===== src/common/ex_pkg.sv =====
// shared definitions for the fault-tolerant execute stage
// widths, lane count and fault limits
// alu operation codes
// request, fault-mask and write-back structs

package ex_pkg;

  //////////////////////////////////////////////////
  // widths and limits
  //////////////////////////////////////////////////

  // operand and result width
  localparam int DATA_W = 32;
  // register file address width
  localparam int REG_ADDR_W = 5;
  // redundant alu lanes behind the voter
  localparam int NUM_LANES = 3;
  // per-lane mismatch counter width, saturates at all ones
  localparam int CNT_W = 4;
  // count at which a lane is taken as permanently faulty
  localparam logic [CNT_W-1:0] FAULT_LIMIT = 4'd4;

  //////////////////////////////////////////////////
  // alu operations
  //////////////////////////////////////////////////

  typedef enum logic [3:0] {
    ALU_ADD  = 4'h0,
    ALU_SUB  = 4'h1,
    ALU_AND  = 4'h2,
    ALU_OR   = 4'h3,
    ALU_XOR  = 4'h4,
    ALU_SLL  = 4'h5,
    ALU_SRL  = 4'h6,
    ALU_SRA  = 4'h7,
    ALU_SLT  = 4'h8,
    ALU_SLTU = 4'h9
  } alu_op_e;

  //////////////////////////////////////////////////
  // bundles
  //////////////////////////////////////////////////

  // one bit per redundant lane
  typedef logic [NUM_LANES-1:0] lane_vec_t;

  // request from the decode side
  typedef struct packed {
    alu_op_e               op;
    logic [DATA_W-1:0]     operand_a;
    logic [DATA_W-1:0]     operand_b;
    logic [REG_ADDR_W-1:0] waddr;
    logic                  we;
  } ex_req_t;

  // xor masks applied to each lane result, all zero in normal use
  typedef struct packed {
    logic [DATA_W-1:0] lane2;
    logic [DATA_W-1:0] lane1;
    logic [DATA_W-1:0] lane0;
  } fault_mask_t;

  // write-back entry towards the register file
  typedef struct packed {
    logic [DATA_W-1:0]     wdata;
    logic [REG_ADDR_W-1:0] waddr;
    logic                  we;
    // exactly one lane outvoted
    logic                  err_corrected;
    // two or more lanes disagreed with the vote
    logic                  err_multi;
  } wb_t;

endpackage

===== src/hw/ex_wb_reg.sv =====
// ex/wb pipeline register
// single entry with valid/ready handshake on both sides

module ex_wb_reg (
  input  logic        clk,
  input  logic        rst_n,
  input  logic        load_i,
  input  ex_pkg::wb_t wb_i,
  input  logic        wb_ready_i,
  output logic        wb_valid_o,
  output ex_pkg::wb_t wb_o,
  output logic        ready_o
);

  // entry occupied
  logic        valid_q;
  // held write-back entry
  ex_pkg::wb_t wb_q;

  //////////////////////////////////////////////////
  // valid tracking
  //////////////////////////////////////////////////

  always_ff @(posedge clk or negedge rst_n) begin
    if (!rst_n) begin
      valid_q <= 1'b0;
    end else begin
      if (load_i) begin
        // new entry, also covers take and refill on the same edge
        valid_q <= 1'b1;
      end else if (wb_ready_i) begin
        // downstream took the entry and nothing replaced it
        valid_q <= 1'b0;
      end
    end
  end

  //////////////////////////////////////////////////
  // payload
  //////////////////////////////////////////////////

  always_ff @(posedge clk) begin
    // load is only asserted while ready_o is high
    // so a stalled entry is never overwritten
    if (load_i) begin
      wb_q <= wb_i;
    end
  end

  // free slot, or the current entry leaves this cycle
  assign ready_o    = !valid_q || wb_ready_i;
  assign wb_valid_o = valid_q;
  assign wb_o       = wb_q;

endmodule


===== config.mk =====
export PLATFORM = sky130hd
export DESIGN_NAME = ex_wb_reg
export DESIGN_NICKNAME = d
export VERILOG_FILES = /design/src/common/ex_pkg.sv /design/src/hw/ex_wb_reg.sv
export SDC_FILE = /design/constraint.sdc
export NUM_CORES = 1
export LEC_CHECK = 0
export BUFFER_PORTS_ARGS = -buffer_cell sky130_fd_sc_hd__clkbuf_2
export CAP_MARGIN = 20
export CORE_ASPECT_RATIO = 0.5
export CORE_MARGIN = 2
export CORE_UTILIZATION = 30
export DETAILED_ROUTE_END_ITERATION = 7
export HOLD_SLACK_MARGIN = 0.1
export PLACE_DENSITY = 0.72
export SYNTH_ARGS = -nofsm -noshare
export SYNTH_HDL_FRONTEND = slang
export SYNTH_SLANG_ARGS = --single-unit

===== constraint.sdc =====
create_clock -name clk -period 1 [get_ports clk]
set_clock_uncertainty 0.15 [all_clocks]
set_input_delay 0.1 -clock clk [delete_from_list [all_inputs] [get_ports clk]]
set_output_delay 0.1 -clock clk [all_outputs]
set_load 0.01 [all_outputs]

==> flow_summary.toml <==
[run_status]
outcome = "finished with violations"
violations = "setup timing"

[power_and_ir_drop]
p_total_mw = 3.590
power_density_nw_per_um2 = 1562
p_leak_nw = 1.012
vdd_drop_max_v = 0.0008222

[worst_setup_path]
end_kind = "primary output"
r2r_end = "wb_valid_o"
rrSetupSlack_ns = 0.09
r2r_cells = 3
rr_startpoint = "wb_valid_o"
cp.required_ns = 0.75
cp_data_arrival_time_ns = 0.87
critPathMaxFanout = 2
startpoint_type = "register"
crit_type = "register to primary output"

[yosys]
netlist.area_leader.share_pct = 96.19
yosysWarnings = 0
synthTopCellsByArea = "edfxtp_1 96%, dfrtp_1 2.0%, nand2b_4 1.1%, nand2b_2 0.70%"
syn_avg_cell_area_sq_um = 29.04
synth_nets = 87
synth_seq_cells = 41
ys_types = 4
syn-cell-area_sq_um = 1249
synth_top_area_cell = "edfxtp_1"
netlist_instances = 43
ys_seq_area_share_pct = 98.20

[grt]
grt_pass1_wl_um = 5499
grt_pass1_vias = 1024
track_usage_pct = 15.99
antenna_found_initial = 0
grt-ovfl-total = 0
grt_max_degree = 24

[die]
die_h_um = 49.62
die_w_um = 95.24
dieArea_sq_um = 4726
pin_count = 86
initial_core_util_pct = 31.66
std_cell_rows = 16
core_sq_um = 3944

[layout]
drive_above_1_share_pct = 53.59
fin_area_sq_um = 2298
layout_common_cells = "83 x clkbuf_2, 42 x dlygate4sd3_1, 40 x edfxtp_1, 5 x clkbuf_8"
final_common_cell = "clkbuf_2"
diodes = 0
area_growth_pct = 84.07
nets = 224

[timing]
finalWorstSetupSlack_ns = -0.1233
period_needed_ns = 1.123
hold_viol = 0
clock.fmax_ghz = 0.8902
rsz0062_at_grt = "true"
worstMarginPinSlew_ns = 0.1293
timing.final.crit_share_pct = 112.3
slew_headroom_pct = 91.38
setup_viol = 42
slew_violations = 0

[cts]
cts_tree = "built"
cts_hold_buf = 42
ctsHtreeMaxLevel = 2
clk_latency_ns = 0.28
clk_pin_slew_ns = 0.08
clockBufferDepth = 2
cts_root_buf = "clkbuf_8"
cts_buffers = 5
cts_sinks = 41

[drt]
dr.pass1.iters = 4
drt-initial-drc-count = 29
wl_per_cell_um = 15.51
ant_nets = 0
drc = 0
wl_um = 3645
num_vias = 947
vias_per_cell = 4.030

[min_path]
hp-class = "primary input to register"
whs_endpoint = "wb_valid_o"
holdPathStages = 4
worstHoldStart = "wb_ready_i"

[place]
io_buffers = 85
dpl_cell_area_sq_um = 1782
dp_hpwl_um = 2180
gp_congestion = 0.7372

[job]
cap_violations = 0
[critical path, cell delays in order, from the launching register on]
cell and delay, ns:
dfrtp_1 0.41, nand2b_4 0.08, buf_6 0.10
[state kept, by name, summed over array words and instances (netlist names)]
register    flops
wb_valid_o      1
wb_o           40
[metal layers]
metal	wire length, um	vias up	track usage (%)
li1	-	444	-
met1	1408	485	18.15
met2	2148	14	30.16
met3	45	4	3.058
met4	42	0	5.314
met5	0	-	0
[logic make-up (layout without fill, tap and decap cells)]
kind of cell  after synthesis  in the layout  synth area share (%)
buf+inv                     0            138                     0
flops                      41             41                 98.20
simple gates                2              2                 1.803
[cell usage after synthesis]
library cell	instances
dfrtp_1	1
edfxtp_1	40
nand2b_2	1
nand2b_4	1
[final cells by class]
class                           instances  area [sq um]
Tap cell                               54         67.56
Timing Repair Buffer                  130         899.6
Multi-Input combinational cell          2         22.52
Clock inverter                          2         10.01
Sequential cell                        41          1226
Fill cell                             273          1645
Clock buffer                            6         72.57
[what timing repair did]
item,CTS,global route
gates resized for setup,0,3
buffers inserted,1,0
endpoints found under the setup margin,42,42
endpoints found under the hold margin,42,1
[metrics by stage]
step / utilization, % / cells / worst slack [ns] / hold slack [ns] / setup TNS, ns
3_5_place_dp: 45.18 / 184 / 0.1118 / -0.2706 / 0
2_1_floorplan: - / 43 / 0.1611 / -0.3456 / 0
3_3_place_gp: 45.18 / 184 / 0.1224 / -0.2755 / 0
5_1_grt: 58.28 / 235 / -0.1536 / 0.06093 / -3.262
4_1_cts: 58.12 / 235 / -0.1484 / 0.02851 / -1.948
6_report: 58.28 / 235 / -0.1233 / 0.04427 / -1.796
[power breakdown]
part / switching (mW) / internal [mW] / total, mW
Sequential: 0.0410 / 2.03 / 2.07
Clock: 0.534 / 0.484 / 1.02
Combinational: 0.221 / 0.277 / 0.498
Total: 0.796 / 2.79 / 3.59
[worst max-delay path by stage]
stage / from / to / slack [ns]
2_1_floorplan: wb_valid_o / wb_valid_o / 0.16
3_3_place_gp: load_i / wb_o[13] / 0.12
3_5_place_dp: load_i / wb_o[10] / 0.11
4_1_cts: wb_valid_o / ready_o / -0.15
5_1_grt: wb_valid_o / ready_o / -0.15
6_report: wb_valid_o / ready_o / -0.12
(Power assumes the default switching activity.)
