<file path="src/common/ex_pkg.sv">
// shared definitions for the fault-tolerant execute stage
// widths, lane count and fault limits
// alu operation codes
// request, fault-mask and write-back structs

package ex_pkg;

  //////////////////////////////////////////////////
  // widths and limits
  //////////////////////////////////////////////////

  // operand and result width
  localparam int DATA_W = 32;
  // register file address width
  localparam int REG_ADDR_W = 5;
  // redundant alu lanes behind the voter
  localparam int NUM_LANES = 3;
  // per-lane mismatch counter width, saturates at all ones
  localparam int CNT_W = 4;
  // count at which a lane is taken as permanently faulty
  localparam logic [CNT_W-1:0] FAULT_LIMIT = 4'd4;

  //////////////////////////////////////////////////
  // alu operations
  //////////////////////////////////////////////////

  typedef enum logic [3:0] {
    ALU_ADD  = 4'h0,
    ALU_SUB  = 4'h1,
    ALU_AND  = 4'h2,
    ALU_OR   = 4'h3,
    ALU_XOR  = 4'h4,
    ALU_SLL  = 4'h5,
    ALU_SRL  = 4'h6,
    ALU_SRA  = 4'h7,
    ALU_SLT  = 4'h8,
    ALU_SLTU = 4'h9
  } alu_op_e;

  //////////////////////////////////////////////////
  // bundles
  //////////////////////////////////////////////////

  // one bit per redundant lane
  typedef logic [NUM_LANES-1:0] lane_vec_t;

  // request from the decode side
  typedef struct packed {
    alu_op_e               op;
    logic [DATA_W-1:0]     operand_a;
    logic [DATA_W-1:0]     operand_b;
    logic [REG_ADDR_W-1:0] waddr;
    logic                  we;
  } ex_req_t;

  // xor masks applied to each lane result, all zero in normal use
  typedef struct packed {
    logic [DATA_W-1:0] lane2;
    logic [DATA_W-1:0] lane1;
    logic [DATA_W-1:0] lane0;
  } fault_mask_t;

  // write-back entry towards the register file
  typedef struct packed {
    logic [DATA_W-1:0]     wdata;
    logic [REG_ADDR_W-1:0] waddr;
    logic                  we;
    // exactly one lane outvoted
    logic                  err_corrected;
    // two or more lanes disagreed with the vote
    logic                  err_multi;
  } wb_t;

endpackage
</file>
<file path="src/alu_tmr/alu_tmr.sv">
// triple-redundant alu block
// three lanes with their own fault masks, a voter and a fault monitor

module alu_tmr (
  input  logic                        clk,
  input  logic                        rst_n,
  input  ex_pkg::ex_req_t             req_i,
  input  ex_pkg::fault_mask_t         fault_mask_i,
  input  logic                        count_en_i,
  input  logic [1:0]                  cnt_sel_i,
  output logic [ex_pkg::DATA_W-1:0]   result_o,
  output ex_pkg::lane_vec_t           mismatch_o,
  output logic [ex_pkg::CNT_W-1:0]    cnt_rdata_o,
  output ex_pkg::lane_vec_t           perm_faulty_o
);

  // masks unpacked into an indexable array, lane 0 lowest
  logic [ex_pkg::NUM_LANES-1:0][ex_pkg::DATA_W-1:0] lane_mask;
  // raw lane outputs into the voter
  logic [ex_pkg::NUM_LANES-1:0][ex_pkg::DATA_W-1:0] lane_result;

  assign lane_mask = {fault_mask_i.lane2, fault_mask_i.lane1, fault_mask_i.lane0};

  //////////////////////////////////////////////////
  // redundant lanes
  //////////////////////////////////////////////////

  // same operation and operands fanned out to every lane
  for (genvar i = 0; i < ex_pkg::NUM_LANES; i++) begin : g_lane
    alu_lane i_alu_lane (
      .op_i         ( req_i.op         ),
      .a_i          ( req_i.operand_a  ),
      .b_i          ( req_i.operand_b  ),
      .fault_mask_i ( lane_mask[i]     ),
      .result_o     ( lane_result[i]   )
    );
  end

  //////////////////////////////////////////////////
  // vote and bookkeeping
  //////////////////////////////////////////////////

  majority_voter i_majority_voter (
    .lane_result_i ( lane_result ),
    .voted_o       ( result_o    ),
    .mismatch_o    ( mismatch_o  )
  );

  // counts disagreements only on accepted requests
  fault_monitor i_fault_monitor (
    .clk           ( clk           ),
    .rst_n         ( rst_n         ),
    .count_en_i    ( count_en_i    ),
    .mismatch_i    ( mismatch_o    ),
    .cnt_sel_i     ( cnt_sel_i     ),
    .cnt_rdata_o   ( cnt_rdata_o   ),
    .perm_faulty_o ( perm_faulty_o )
  );

endmodule

</file>
<file path="src/alu_tmr/fault_monitor.sv">
// per-lane saturating mismatch counters
// sticky permanent-fault flags at the fault limit
// combinational counter read port

module fault_monitor (
  input  logic                            clk,
  input  logic                            rst_n,
  input  logic                            count_en_i,
  input  ex_pkg::lane_vec_t               mismatch_i,
  input  logic [1:0]                      cnt_sel_i,
  output logic [ex_pkg::CNT_W-1:0]        cnt_rdata_o,
  output ex_pkg::lane_vec_t               perm_faulty_o
);

  // current and next counter values, one per lane
  logic [ex_pkg::NUM_LANES-1:0][ex_pkg::CNT_W-1:0] cnt_q;
  logic [ex_pkg::NUM_LANES-1:0][ex_pkg::CNT_W-1:0] cnt_d;
  // sticky fault flags
  ex_pkg::lane_vec_t                               perm_q;
  ex_pkg::lane_vec_t                               perm_d;

  //////////////////////////////////////////////////
  // next-state logic
  //////////////////////////////////////////////////

  always_comb begin
    for (int i = 0; i < ex_pkg::NUM_LANES; i++) begin
      cnt_d[i] = cnt_q[i];
      // count only accepted requests on which this lane was outvoted
      // and stop at all ones
      if (count_en_i && mismatch_i[i] && !(&cnt_q[i])) begin
        cnt_d[i] = cnt_q[i] + 1'b1;
      end
      // flag follows the next count so it rises on the same edge
      perm_d[i] = perm_q[i] | (cnt_d[i] >= ex_pkg::FAULT_LIMIT);
    end
  end

  //////////////////////////////////////////////////
  // state
  //////////////////////////////////////////////////

  always_ff @(posedge clk or negedge rst_n) begin
    if (!rst_n) begin
      cnt_q  <= '0;
      perm_q <= '0;
    end else begin
      cnt_q  <= cnt_d;
      perm_q <= perm_d;
    end
  end

  //////////////////////////////////////////////////
  // read port
  //////////////////////////////////////////////////

  always_comb begin
    cnt_rdata_o = '0;
    // select values past the last lane read as zero
    if (int'(cnt_sel_i) < ex_pkg::NUM_LANES) begin
      cnt_rdata_o = cnt_q[cnt_sel_i];
    end
  end

  assign perm_faulty_o = perm_q;

endmodule

</file>
<file path="src/alu_tmr/majority_voter.sv">
// bitwise 2-of-3 majority vote over the lane results
// per-lane flags for words that differ from the vote

module majority_voter (
  input  logic [ex_pkg::NUM_LANES-1:0][ex_pkg::DATA_W-1:0] lane_result_i,
  output logic [ex_pkg::DATA_W-1:0]                        voted_o,
  output ex_pkg::lane_vec_t                                mismatch_o
);

  //////////////////////////////////////////////////
  // majority per bit
  //////////////////////////////////////////////////

  // a bit is set when at least two lanes agree on a one
  assign voted_o = (lane_result_i[0] & lane_result_i[1])
                 | (lane_result_i[0] & lane_result_i[2])
                 | (lane_result_i[1] & lane_result_i[2]);

  //////////////////////////////////////////////////
  // disagreement flags
  //////////////////////////////////////////////////

  // each lane is compared against the voted word, not against its peers
  // so two lanes faulted on disjoint bits are both flagged
  for (genvar i = 0; i < ex_pkg::NUM_LANES; i++) begin : g_mismatch
    logic [ex_pkg::DATA_W-1:0] diff;

    // bit positions where this lane lost the vote
    assign diff          = lane_result_i[i] ^ voted_o;
    assign mismatch_o[i] = |diff;
  end

endmodule

</file>
<file path="src/alu_tmr/alu_lane.sv">
// single combinational alu lane
// add/sub, logic ops, shifts and set-less-than
// result xored with a per-lane fault-injection mask

module alu_lane (
  input  ex_pkg::alu_op_e             op_i,
  input  logic [ex_pkg::DATA_W-1:0]   a_i,
  input  logic [ex_pkg::DATA_W-1:0]   b_i,
  input  logic [ex_pkg::DATA_W-1:0]   fault_mask_i,
  output logic [ex_pkg::DATA_W-1:0]   result_o
);

  // raw result before fault injection
  logic [ex_pkg::DATA_W-1:0] alu_res;
  // shift amount, low five bits of operand b
  logic [4:0]                shamt;

  assign shamt = b_i[4:0];

  //////////////////////////////////////////////////
  // operation decode
  //////////////////////////////////////////////////

  always_comb begin
    alu_res = '0;
    case (op_i)
      ex_pkg::ALU_ADD: alu_res = a_i + b_i;
      ex_pkg::ALU_SUB: alu_res = a_i - b_i;
      ex_pkg::ALU_AND: alu_res = a_i & b_i;
      ex_pkg::ALU_OR:  alu_res = a_i | b_i;
      ex_pkg::ALU_XOR: alu_res = a_i ^ b_i;
      ex_pkg::ALU_SLL: alu_res = a_i << shamt;
      ex_pkg::ALU_SRL: alu_res = a_i >> shamt;
      // arithmetic shift keeps the sign bit
      ex_pkg::ALU_SRA: alu_res = $signed(a_i) >>> shamt;
      // compare results land in bit 0, upper bits stay zero
      ex_pkg::ALU_SLT: begin
        alu_res[0] = $signed(a_i) < $signed(b_i);
      end
      ex_pkg::ALU_SLTU: begin
        alu_res[0] = a_i < b_i;
      end
      // unused codes give zero
      default: alu_res = '0;
    endcase
  end

  // fault injection point, a zero mask leaves the result untouched
  assign result_o = alu_res ^ fault_mask_i;

endmodule

</file>
<file path="config.mk">
export PLATFORM = sky130hd
export DESIGN_NAME = alu_tmr
export DESIGN_NICKNAME = d
export VERILOG_FILES = /design/src/common/ex_pkg.sv /design/src/alu_tmr/alu_tmr.sv /design/src/alu_tmr/fault_monitor.sv /design/src/alu_tmr/majority_voter.sv /design/src/alu_tmr/alu_lane.sv
export SDC_FILE = /design/constraint.sdc
export NUM_CORES = 1
export LEC_CHECK = 0
export BUFFER_PORTS_ARGS = -buffer_cell sky130_fd_sc_hd__buf_2
export CAP_MARGIN = 0
export CELL_PAD_IN_SITES_DETAIL_PLACEMENT = 0
export CELL_PAD_IN_SITES_GLOBAL_PLACEMENT = 2
export CORE_MARGIN = 3
export CORE_UTILIZATION = 25
export CTS_BUF_LIST = sky130_fd_sc_hd__clkbuf_8
export DETAILED_ROUTE_END_ITERATION = 6
export HOLD_SLACK_MARGIN = 0.06
export PLACE_DENSITY = 0.69
export SYNTH_ARGS = -nofsm -noshare
export SYNTH_HDL_FRONTEND = slang
export SYNTH_SLANG_ARGS = --single-unit
</file>
<file path="constraint.sdc">
create_clock -name clk -period 6.9 [get_ports clk]
set_input_delay 1.035 -clock clk [delete_from_list [all_inputs] [get_ports clk]]
set_output_delay 1.035 -clock clk [all_outputs]
set_load 0.01 [all_outputs]
</file>
==> impl_metrics.env, run 1 <==
export IMPL_synth_seq_cells=15
export IMPL_final_cells=2527
export IMPL_max_slew_worst_pin_slew_ps=1010
export IMPL_via_count=14900
export IMPL_antenna_left=0
export IMPL_path_buf_inv=3
export IMPL_yosys_top_cells_count="221 x nor2_1, 198 x a21oi_1, 170 x o21ai_0"
export IMPL_vdd_drop_max_mv=0.0976
export IMPL_postCtsSetupBuffers=0
export IMPL_clock_latency_ps=240
export IMPL_cts_tree="yes"
export IMPL_drive_gt1_share_pct=17.1
export IMPL_synth_top_area_share_pct=10.7
export IMPL_drc=0
export IMPL_core_area_sq_mm=0.0459
export IMPL_numCtsBuffers=3
export IMPL_min_period_ps=6150
export IMPL_row_count=78
export IMPL_die_y_microns=222
export IMPL_slowest_stage="a2111oi_0"
export IMPL_routedWlPerCell_microns=25.9
export IMPL_status="complete, no violations"
export IMPL_fin_skew_ps=2.39
export IMPL_start_kind="input pin"
export IMPL_worstPathArrival_ps=5110
export IMPL_yosysTopAreaCell="ha_1"
export IMPL_syn_area_per_cell_sq_um=6.57
export IMPL_final_setup_tns_ps=0
export IMPL_p_leak_nw=5.69
export IMPL_initial_utilization_pct=25.5
export IMPL_utilization_pct=29.2
export IMPL_setup_viol=0
export IMPL_fin_crit_sh_pct=89.1
export IMPL_worstPathRequired_ps=5860
export IMPL_syn_to_final_growth_pct=14.2
export IMPL_cp_end_kind="primary output"
export IMPL_critPathMaxStageDelay_ps=550
export IMPL_ys_types=95
export IMPL_synth_warnings=0
export IMPL_synth_area_sq_mm=0.0117
export IMPL_synth_edf_count=0
export IMPL_ctsResizeCount=0
export IMPL_die_area_sq_mm=0.0495
export IMPL_clock_sinks=15
export IMPL_ios=217
export IMPL_criticalPathCategory="input pin to primary output"
export IMPL_path_clk_slew_ps=60
export IMPL_cts_root_buf="clkbuf_8"
export IMPL_grt_pass1_vias=13600
export IMPL_fin_hold_ws_ps=492
export IMPL_seq_area_frac_synth_pct=3.21
export IMPL_relSlewSlack_pct=32.3
export IMPL_portBuffers=210
export IMPL_max_cap_violations=0
export IMPL_finalHoldViolCount=0
export IMPL_die_w_microns=222
export IMPL_track_usage_pct=24.8
export IMPL_placed_cells=2522
export IMPL_hpwl_microns=54200
export IMPL_fmax_ghz=0.163
export IMPL_async_flop_share_pct=100
export IMPL_drt_total_wl_microns=65400
export IMPL_syn_inst=1783
export IMPL_antenna_found_initial=5
export IMPL_vias_per_cell=5.90
export IMPL_fin_nets=2204
export IMPL_power_density_mw_per_mm2=112
export IMPL_path_delay_family="compound AO/OA/AOI/OAI gates"
export IMPL_htreeDepth=1
export IMPL_fillers=5236
export IMPL_clockBufferDepth=2
export IMPL_routabilityCongestion=0.978
export IMPL_rsz0062_at_grt="no"
export IMPL_first_pass_iters=7
export IMPL_synth_most_common_cell="nor2_1"
export IMPL_cp_max_fo=19
export IMPL_slew_viol_final=0
export IMPL_first_iter_violations=1762
export IMPL_overflow=0
export IMPL_cts_hold_buf=0
export IMPL_grt_pass1_wl_microns=93500
export IMPL_synth_nets=2060
export IMPL_synth_main_ff_cell="dfrtp_1"
export IMPL_min_delay_path_class="flop to flop"
export IMPL_path_cells="buf_2, ha_1, inv_1, fa_1, nor2b_1, o21bai_1, a21oi_1, a41o_1, a21oi_1, xnor2_1, nor2_1, a2111oi_0, o21ai_0, xor2_1, buf_2"
export IMPL_grt_max_degree=61
export IMPL_netlist_top_cells_area="ha_1 11%, a21oi_1 8.5%, o21ai_0 7.3%, nor2_1 7.1%, mux2i_1 5.3%"
[power by group]
part           internal (mW)  leakage, nW  switching, mW
clock network         0.0393       0.0269         0.0283
logic                  0.445         5.50          0.812
registers              0.123        0.161         0.0490
total                  0.607         5.69          0.889
[metrics by stage]
step	setup slack, ps	total power [mW]	instance area (sq um)
after floorplan	1340	0.906	11700
final	751	1.50	13400
after detailed placement	877	1.40	13300
after global routing	455	1.61	13400
after CTS	819	1.48	13400
after global placement	950	1.40	13300
[cells by family (layout without fill, tap and decap cells)]
family	Yosys count	in the layout	synth area share, %
AOI/OAI and AO/OA	681	681	37.9
and+or+nand+nor	606	606	24.8
buffers and inverters	221	364	7.67
muxes	104	104	11.4
adders and majority gates	103	103	11.1
xor gates and xnor gates	53	53	3.96
DFF	15	15	3.21
other	0	1	0
[layout by cell type (no fill, tap or decap), types with 19 or more instances in the layout]
cell type / count
a211oi_1: 20
a21o_1: 34
a21oi_1: 198
a221oi_1: 19
buf_2: 209
buf_4: 38
ha_1: 100
inv_1: 109
mux2_2: 21
mux2i_1: 62
mux4_2: 21
nand2_1: 139
nand2b_1: 31
nand3_1: 30
nand4_1: 20
nor2_1: 221
nor2b_1: 40
nor3_1: 33
nor3b_1: 22
o211ai_1: 25
o21ai_0: 170
o221ai_1: 22
xnor2_1: 32
xor2_1: 21
[final timing paths]
check,from,endpoint,slack (ps),depth (start not counted)
min in group asynchronous,rst_n,i_fault_monitor.cnt_q[4]$_DFF_PN0_,700,1
max in group asynchronous,rst_n,i_fault_monitor.perm_faulty_o[1]$_DFF_PN0_,5940,1
worst min register to register,i_fault_monitor.perm_faulty_o[0]$_DFF_PN0_,i_fault_monitor.perm_faulty_o[0]$_DFF_PN0_,490,1
worst min-delay path,i_fault_monitor.perm_faulty_o[0]$_DFF_PN0_,i_fault_monitor.perm_faulty_o[0]$_DFF_PN0_,490,1
worst max-delay path,req_i[6],result_o[16],750,15
worst max register to register,i_fault_monitor.cnt_q[0]$_DFF_PN0_,i_fault_monitor.perm_faulty_o[0]$_DFF_PN0_,5130,5
[layout make-up]
type,count,area [sq um],share of cell area [%]
Sequential cell,15,375,2.81
Multi-Input combinational cell,1547,10400,78.1
Clock inverter,1,3.75,0.0281
Inverter,113,424,3.17
Tap cell,600,751,5.61
Timing Repair Buffer,247,1330,9.95
Antenna cell,1,2.50,0.0187
Clock buffer,3,41.3,0.309
[per-layer routing]
metal	up-vias	part of all wire [%]	track usage [%]
li1	6914	-	-
met1	7312	46	36.2
met2	627	45	39.3
met3	56	7.5	3.32
met4	6	2.0	4.29
met5	-	0.061	0
[worst register-to-register path, cell delays in order (launching register included)]
cell and delay [ps]:
dfrtp_1 420, ha_1 250, a31oi_1 330, nand4_1 160, xnor2_1 160, or3_1 340
Note: power is estimated with default switching activity, not from simulation.
==> inputs of run 2 (changes only) <==
--- a/config.mk
+++ b/config.mk
@@ -5,16 +5,17 @@
 export SDC_FILE = /design/constraint.sdc
 export NUM_CORES = 1
 export LEC_CHECK = 0
+export ABC_AREA = 1
 export BUFFER_PORTS_ARGS = -buffer_cell sky130_fd_sc_hd__buf_2
 export CAP_MARGIN = 0
 export CELL_PAD_IN_SITES_DETAIL_PLACEMENT = 0
 export CELL_PAD_IN_SITES_GLOBAL_PLACEMENT = 2
-export CORE_MARGIN = 3
+export CORE_MARGIN = 2
 export CORE_UTILIZATION = 25
 export CTS_BUF_LIST = sky130_fd_sc_hd__clkbuf_8
 export DETAILED_ROUTE_END_ITERATION = 6
 export HOLD_SLACK_MARGIN = 0.06
-export PLACE_DENSITY = 0.69
+export PLACE_DENSITY = 0.75
 export SYNTH_ARGS = -nofsm -noshare
 export SYNTH_HDL_FRONTEND = slang
 export SYNTH_SLANG_ARGS = --single-unit
==> constraint.sdc (replaced) <==
create_clock -name clk -period 6.9 [get_ports clk]
set_input_delay 0.69 -clock clk [delete_from_list [all_inputs] [get_ports clk]]
set_output_delay 0.69 -clock clk [all_outputs]
set_load 0.01 [all_outputs]
==> impl_metrics.env, run 2 <==
export IMPL_synth_edf_count=0
export IMPL_fin_crit_sh_pct=84.8
export IMPL_routabilityCongestion=0.955
export IMPL_antenna_left=0
export IMPL_setup_viol=0
export IMPL_worstPathArrival_ps=5160
export IMPL_cts_hold_buf=0
export IMPL_status="complete, no violations"
export IMPL_worstRegToRegCells=9
export IMPL_postCtsSetupBuffers=0
export IMPL_vdd_drop_max_mv=0.0665
export IMPL_internal_power_mw=0.680
export IMPL_fin_skew_ps=6.27
export IMPL_utilization_pct=28.0
export IMPL_grt_max_degree=68
export IMPL_r2r_end="i_fault_monitor.perm_faulty_o[1]$_DFF_PN0_"
export IMPL_worstPathRequired_ps=6210
export IMPL_r2r_start="i_fault_monitor.cnt_q[4]$_DFF_PN0_"
export IMPL_cp_max_fo=35
export IMPL_p_leak_nw=10.6
export IMPL_synth_most_common_cell="nand2_1"
export IMPL_ctsResizeCount=0
export IMPL_critPathMaxStageDelay_ps=630
export IMPL_cts_root_buf="clkbuf_8"
export IMPL_placed_cells=4367
export IMPL_first_iter_violations=1910
export IMPL_antenna_found_initial=6
export IMPL_overflow=0
export IMPL_finalHoldViolCount=0
export IMPL_p_comb_share_pct=88.1
export IMPL_synth_warnings=0
export IMPL_synth_area_sq_mm=0.0163
export IMPL_yosys_top_cells_count="1,291 x nand2_1, 751 x nand3_1, 422 x inv_1"
export IMPL_slew_viol_final=0
export IMPL_swShare_pct=64.9
export IMPL_fmax_ghz=0.171
export IMPL_path_cells="buf_2, ha_1, inv_1, fa_1, o21ai_2, nand3_1, nand2_1, nand2_1, nand2_1, nand2_1, nand3_1, nand3_2, nor2_2, nand2_1, nand2_1, nor2_1, nand2_1, nand3_1, nor2_1, nand2_1, nor2_4, nand3_4, buf_2"
export IMPL_mostFrequentLayoutCells="1,291 x nand2_1, 751 x nand3_1, 422 x inv_1"
export IMPL_yosysTopAreaCell="nand2_1"
export IMPL_track_usage_pct=23.0
export IMPL_via_count=22100
export IMPL_path_clk_slew_ps=60
export IMPL_first_pass_iters=6
export IMPL_synth_top_area_share_pct=29.7
export IMPL_start_kind="input pin"
export IMPL_design_area_sq_mm=0.0180
export IMPL_max_cap_violations=0
export IMPL_vias_per_cell=5.05
export IMPL_seq_area_frac_synth_pct=2.30
export IMPL_drive_gt1_share_pct=10.4
export IMPL_setup_worst_path_start="req_i[6]"
export IMPL_max_slew_worst_pin_slew_ps=948
export IMPL_clock_latency_ps=250
export IMPL_syn_to_final_growth_pct=10.5
export IMPL_power_switching_mw=1.26
export IMPL_synth_seq_cells=15
export IMPL_fin_nets=3794
export IMPL_cp_end_kind="primary output"
export IMPL_numCtsBuffers=3
export IMPL_synth_nets=3663
export IMPL_grt_pass1_wl_microns=119000
export IMPL_drc=0
export IMPL_r2r_slack_ps=5510
export IMPL_clock_sinks=15
export IMPL_core_area_sq_mm=0.0645
export IMPL_power_density_mw_per_mm2=107
export IMPL_share_seq_of_total_power_pct=8.2
export IMPL_hpwl_microns=68600
export IMPL_async_flop_share_pct=100
export IMPL_htreeDepth=1
export IMPL_placed_area_sq_mm=0.0180
export IMPL_synth_main_ff_cell="dfrtp_1"
export IMPL_clockBufferDepth=2
export IMPL_portBuffers=210
export IMPL_critPathCapture="mismatch_o[0]"
export IMPL_layout_setup_ws_ps=1050
export IMPL_row_count=93
export IMPL_ios=217
export IMPL_min_delay_path_class="input pin to asynchronous set/reset pin"
export IMPL_criticalPathCategory="input pin to primary output"
export IMPL_relSlewSlack_pct=36.8
export IMPL_die_w_microns=260
export IMPL_ys_types=50
export IMPL_routedWlPerCell_microns=18.4
export IMPL_netlist_top_cells_area="nand2_1 30%, nand3_1 23%, inv_1 9.7%, ha_1 7.7%, nor2_1 4.8%"
export IMPL_syn_inst=3386
export IMPL_dp_slack_ps=1070
export IMPL_cp_common_cell="nand2_1"
export IMPL_final_setup_tns_ps=0
export IMPL_syn_area_per_cell_sq_um=4.82
export IMPL_grt_pass1_vias=20100
export IMPL_final_common_cell="nand2_1"
export IMPL_final_cells=4374
export IMPL_rsz0062_at_grt="no"
export IMPL_cts_tree="yes"
export IMPL_die_area_sq_mm=0.0674
export IMPL_slowest_stage="buf_2"
export IMPL_clockPowerShare_pct=3.7
export IMPL_drt_total_wl_microns=80400
export IMPL_initial_utilization_pct=25.3
export IMPL_min_period_ps=5850
export IMPL_die_y_microns=260
-- run 2: cell type report --
class / instances / area [sq um]
well taps: 855 / 1070
fillers: 7860 / 46400
clock buffers: 3 / 41.3
clock inverters: 1 / 3.75
diodes: 3 / 7.51
repair buffers: 220 / 1130
inverters: 452 / 1700
flip-flops and latches: 15 / 375
multi-input cells: 2825 / 13700
-- run 2: per-stage QoR --
step	power, mW	hold WS, ps
detailed placement	1.86	482
floorplan	1.32	394
global placement	1.87	468
CTS	1.94	348
global route	2.17	355
finish	1.94	334
-- run 2: power by group through the flow --
stage,combinational [mW],sequential (mW),clock (mW)
after floorplan,1.17,0.150,0
after global placement,1.71,0.161,0
after detailed placement,1.70,0.160,0
after CTS,1.70,0.159,0.0725
after global routing,1.93,0.166,0.0789
final,1.71,0.159,0.0710
-- run 2: cell families after synthesis --
| kind of cell | Yosys count | share of synthesized area (%) |
|---|---|---|
| simple gates | 2512 | 68.4 |
| buf+inv | 546 | 13.7 |
| compound gates | 206 | 7.43 |
| fa+ha+maj | 102 | 7.91 |
| flops | 15 | 2.30 |
| xor+xnor | 5 | 0.268 |
-- run 2: how the worst min path moves through the flow --
| stage | from | end | slack, ps | cells past startpoint |
|---|---|---|---|---|
| 2_1_floorplan | rst_n | asynchronous set/reset pin | 390 | 0 |
| 3_3_place_gp | i_fault_monitor.perm_faulty_o[0]$_DFF_PN0_ | i_fault_monitor.perm_faulty_o[0]$_DFF_PN0_ | 470 | 2 |
| 3_5_place_dp | i_fault_monitor.perm_faulty_o[0]$_DFF_PN0_ | i_fault_monitor.perm_faulty_o[0]$_DFF_PN0_ | 480 | 2 |
| 4_1_cts | rst_n | i_fault_monitor.perm_faulty_o[0]$_DFF_PN0_ | 350 | 1 |
| 5_1_grt | rst_n | i_fault_monitor.perm_faulty_o[0]$_DFF_PN0_ | 360 | 1 |
| 6_report | rst_n | i_fault_monitor.perm_faulty_o[0]$_DFF_PN0_ | 330 | 1 |
-- run 2: critical path, delay by kind of cell --
kind / cells / cell delay (ps)
simple gates: 17 / 2540
compound gates: 1 / 240
fa+ha+maj: 2 / 780
buf+inv: 3 / 900
-- run 2: metal layers --
metal  GRT usage, %  up-vias  routed length [microns]
li1               -    11300                        -
met1           30.3    10100                    35800
met4           5.80        8                     2270
met5              0        -                       57
met2           40.0      591                    37900
met3           2.12       86                     4350
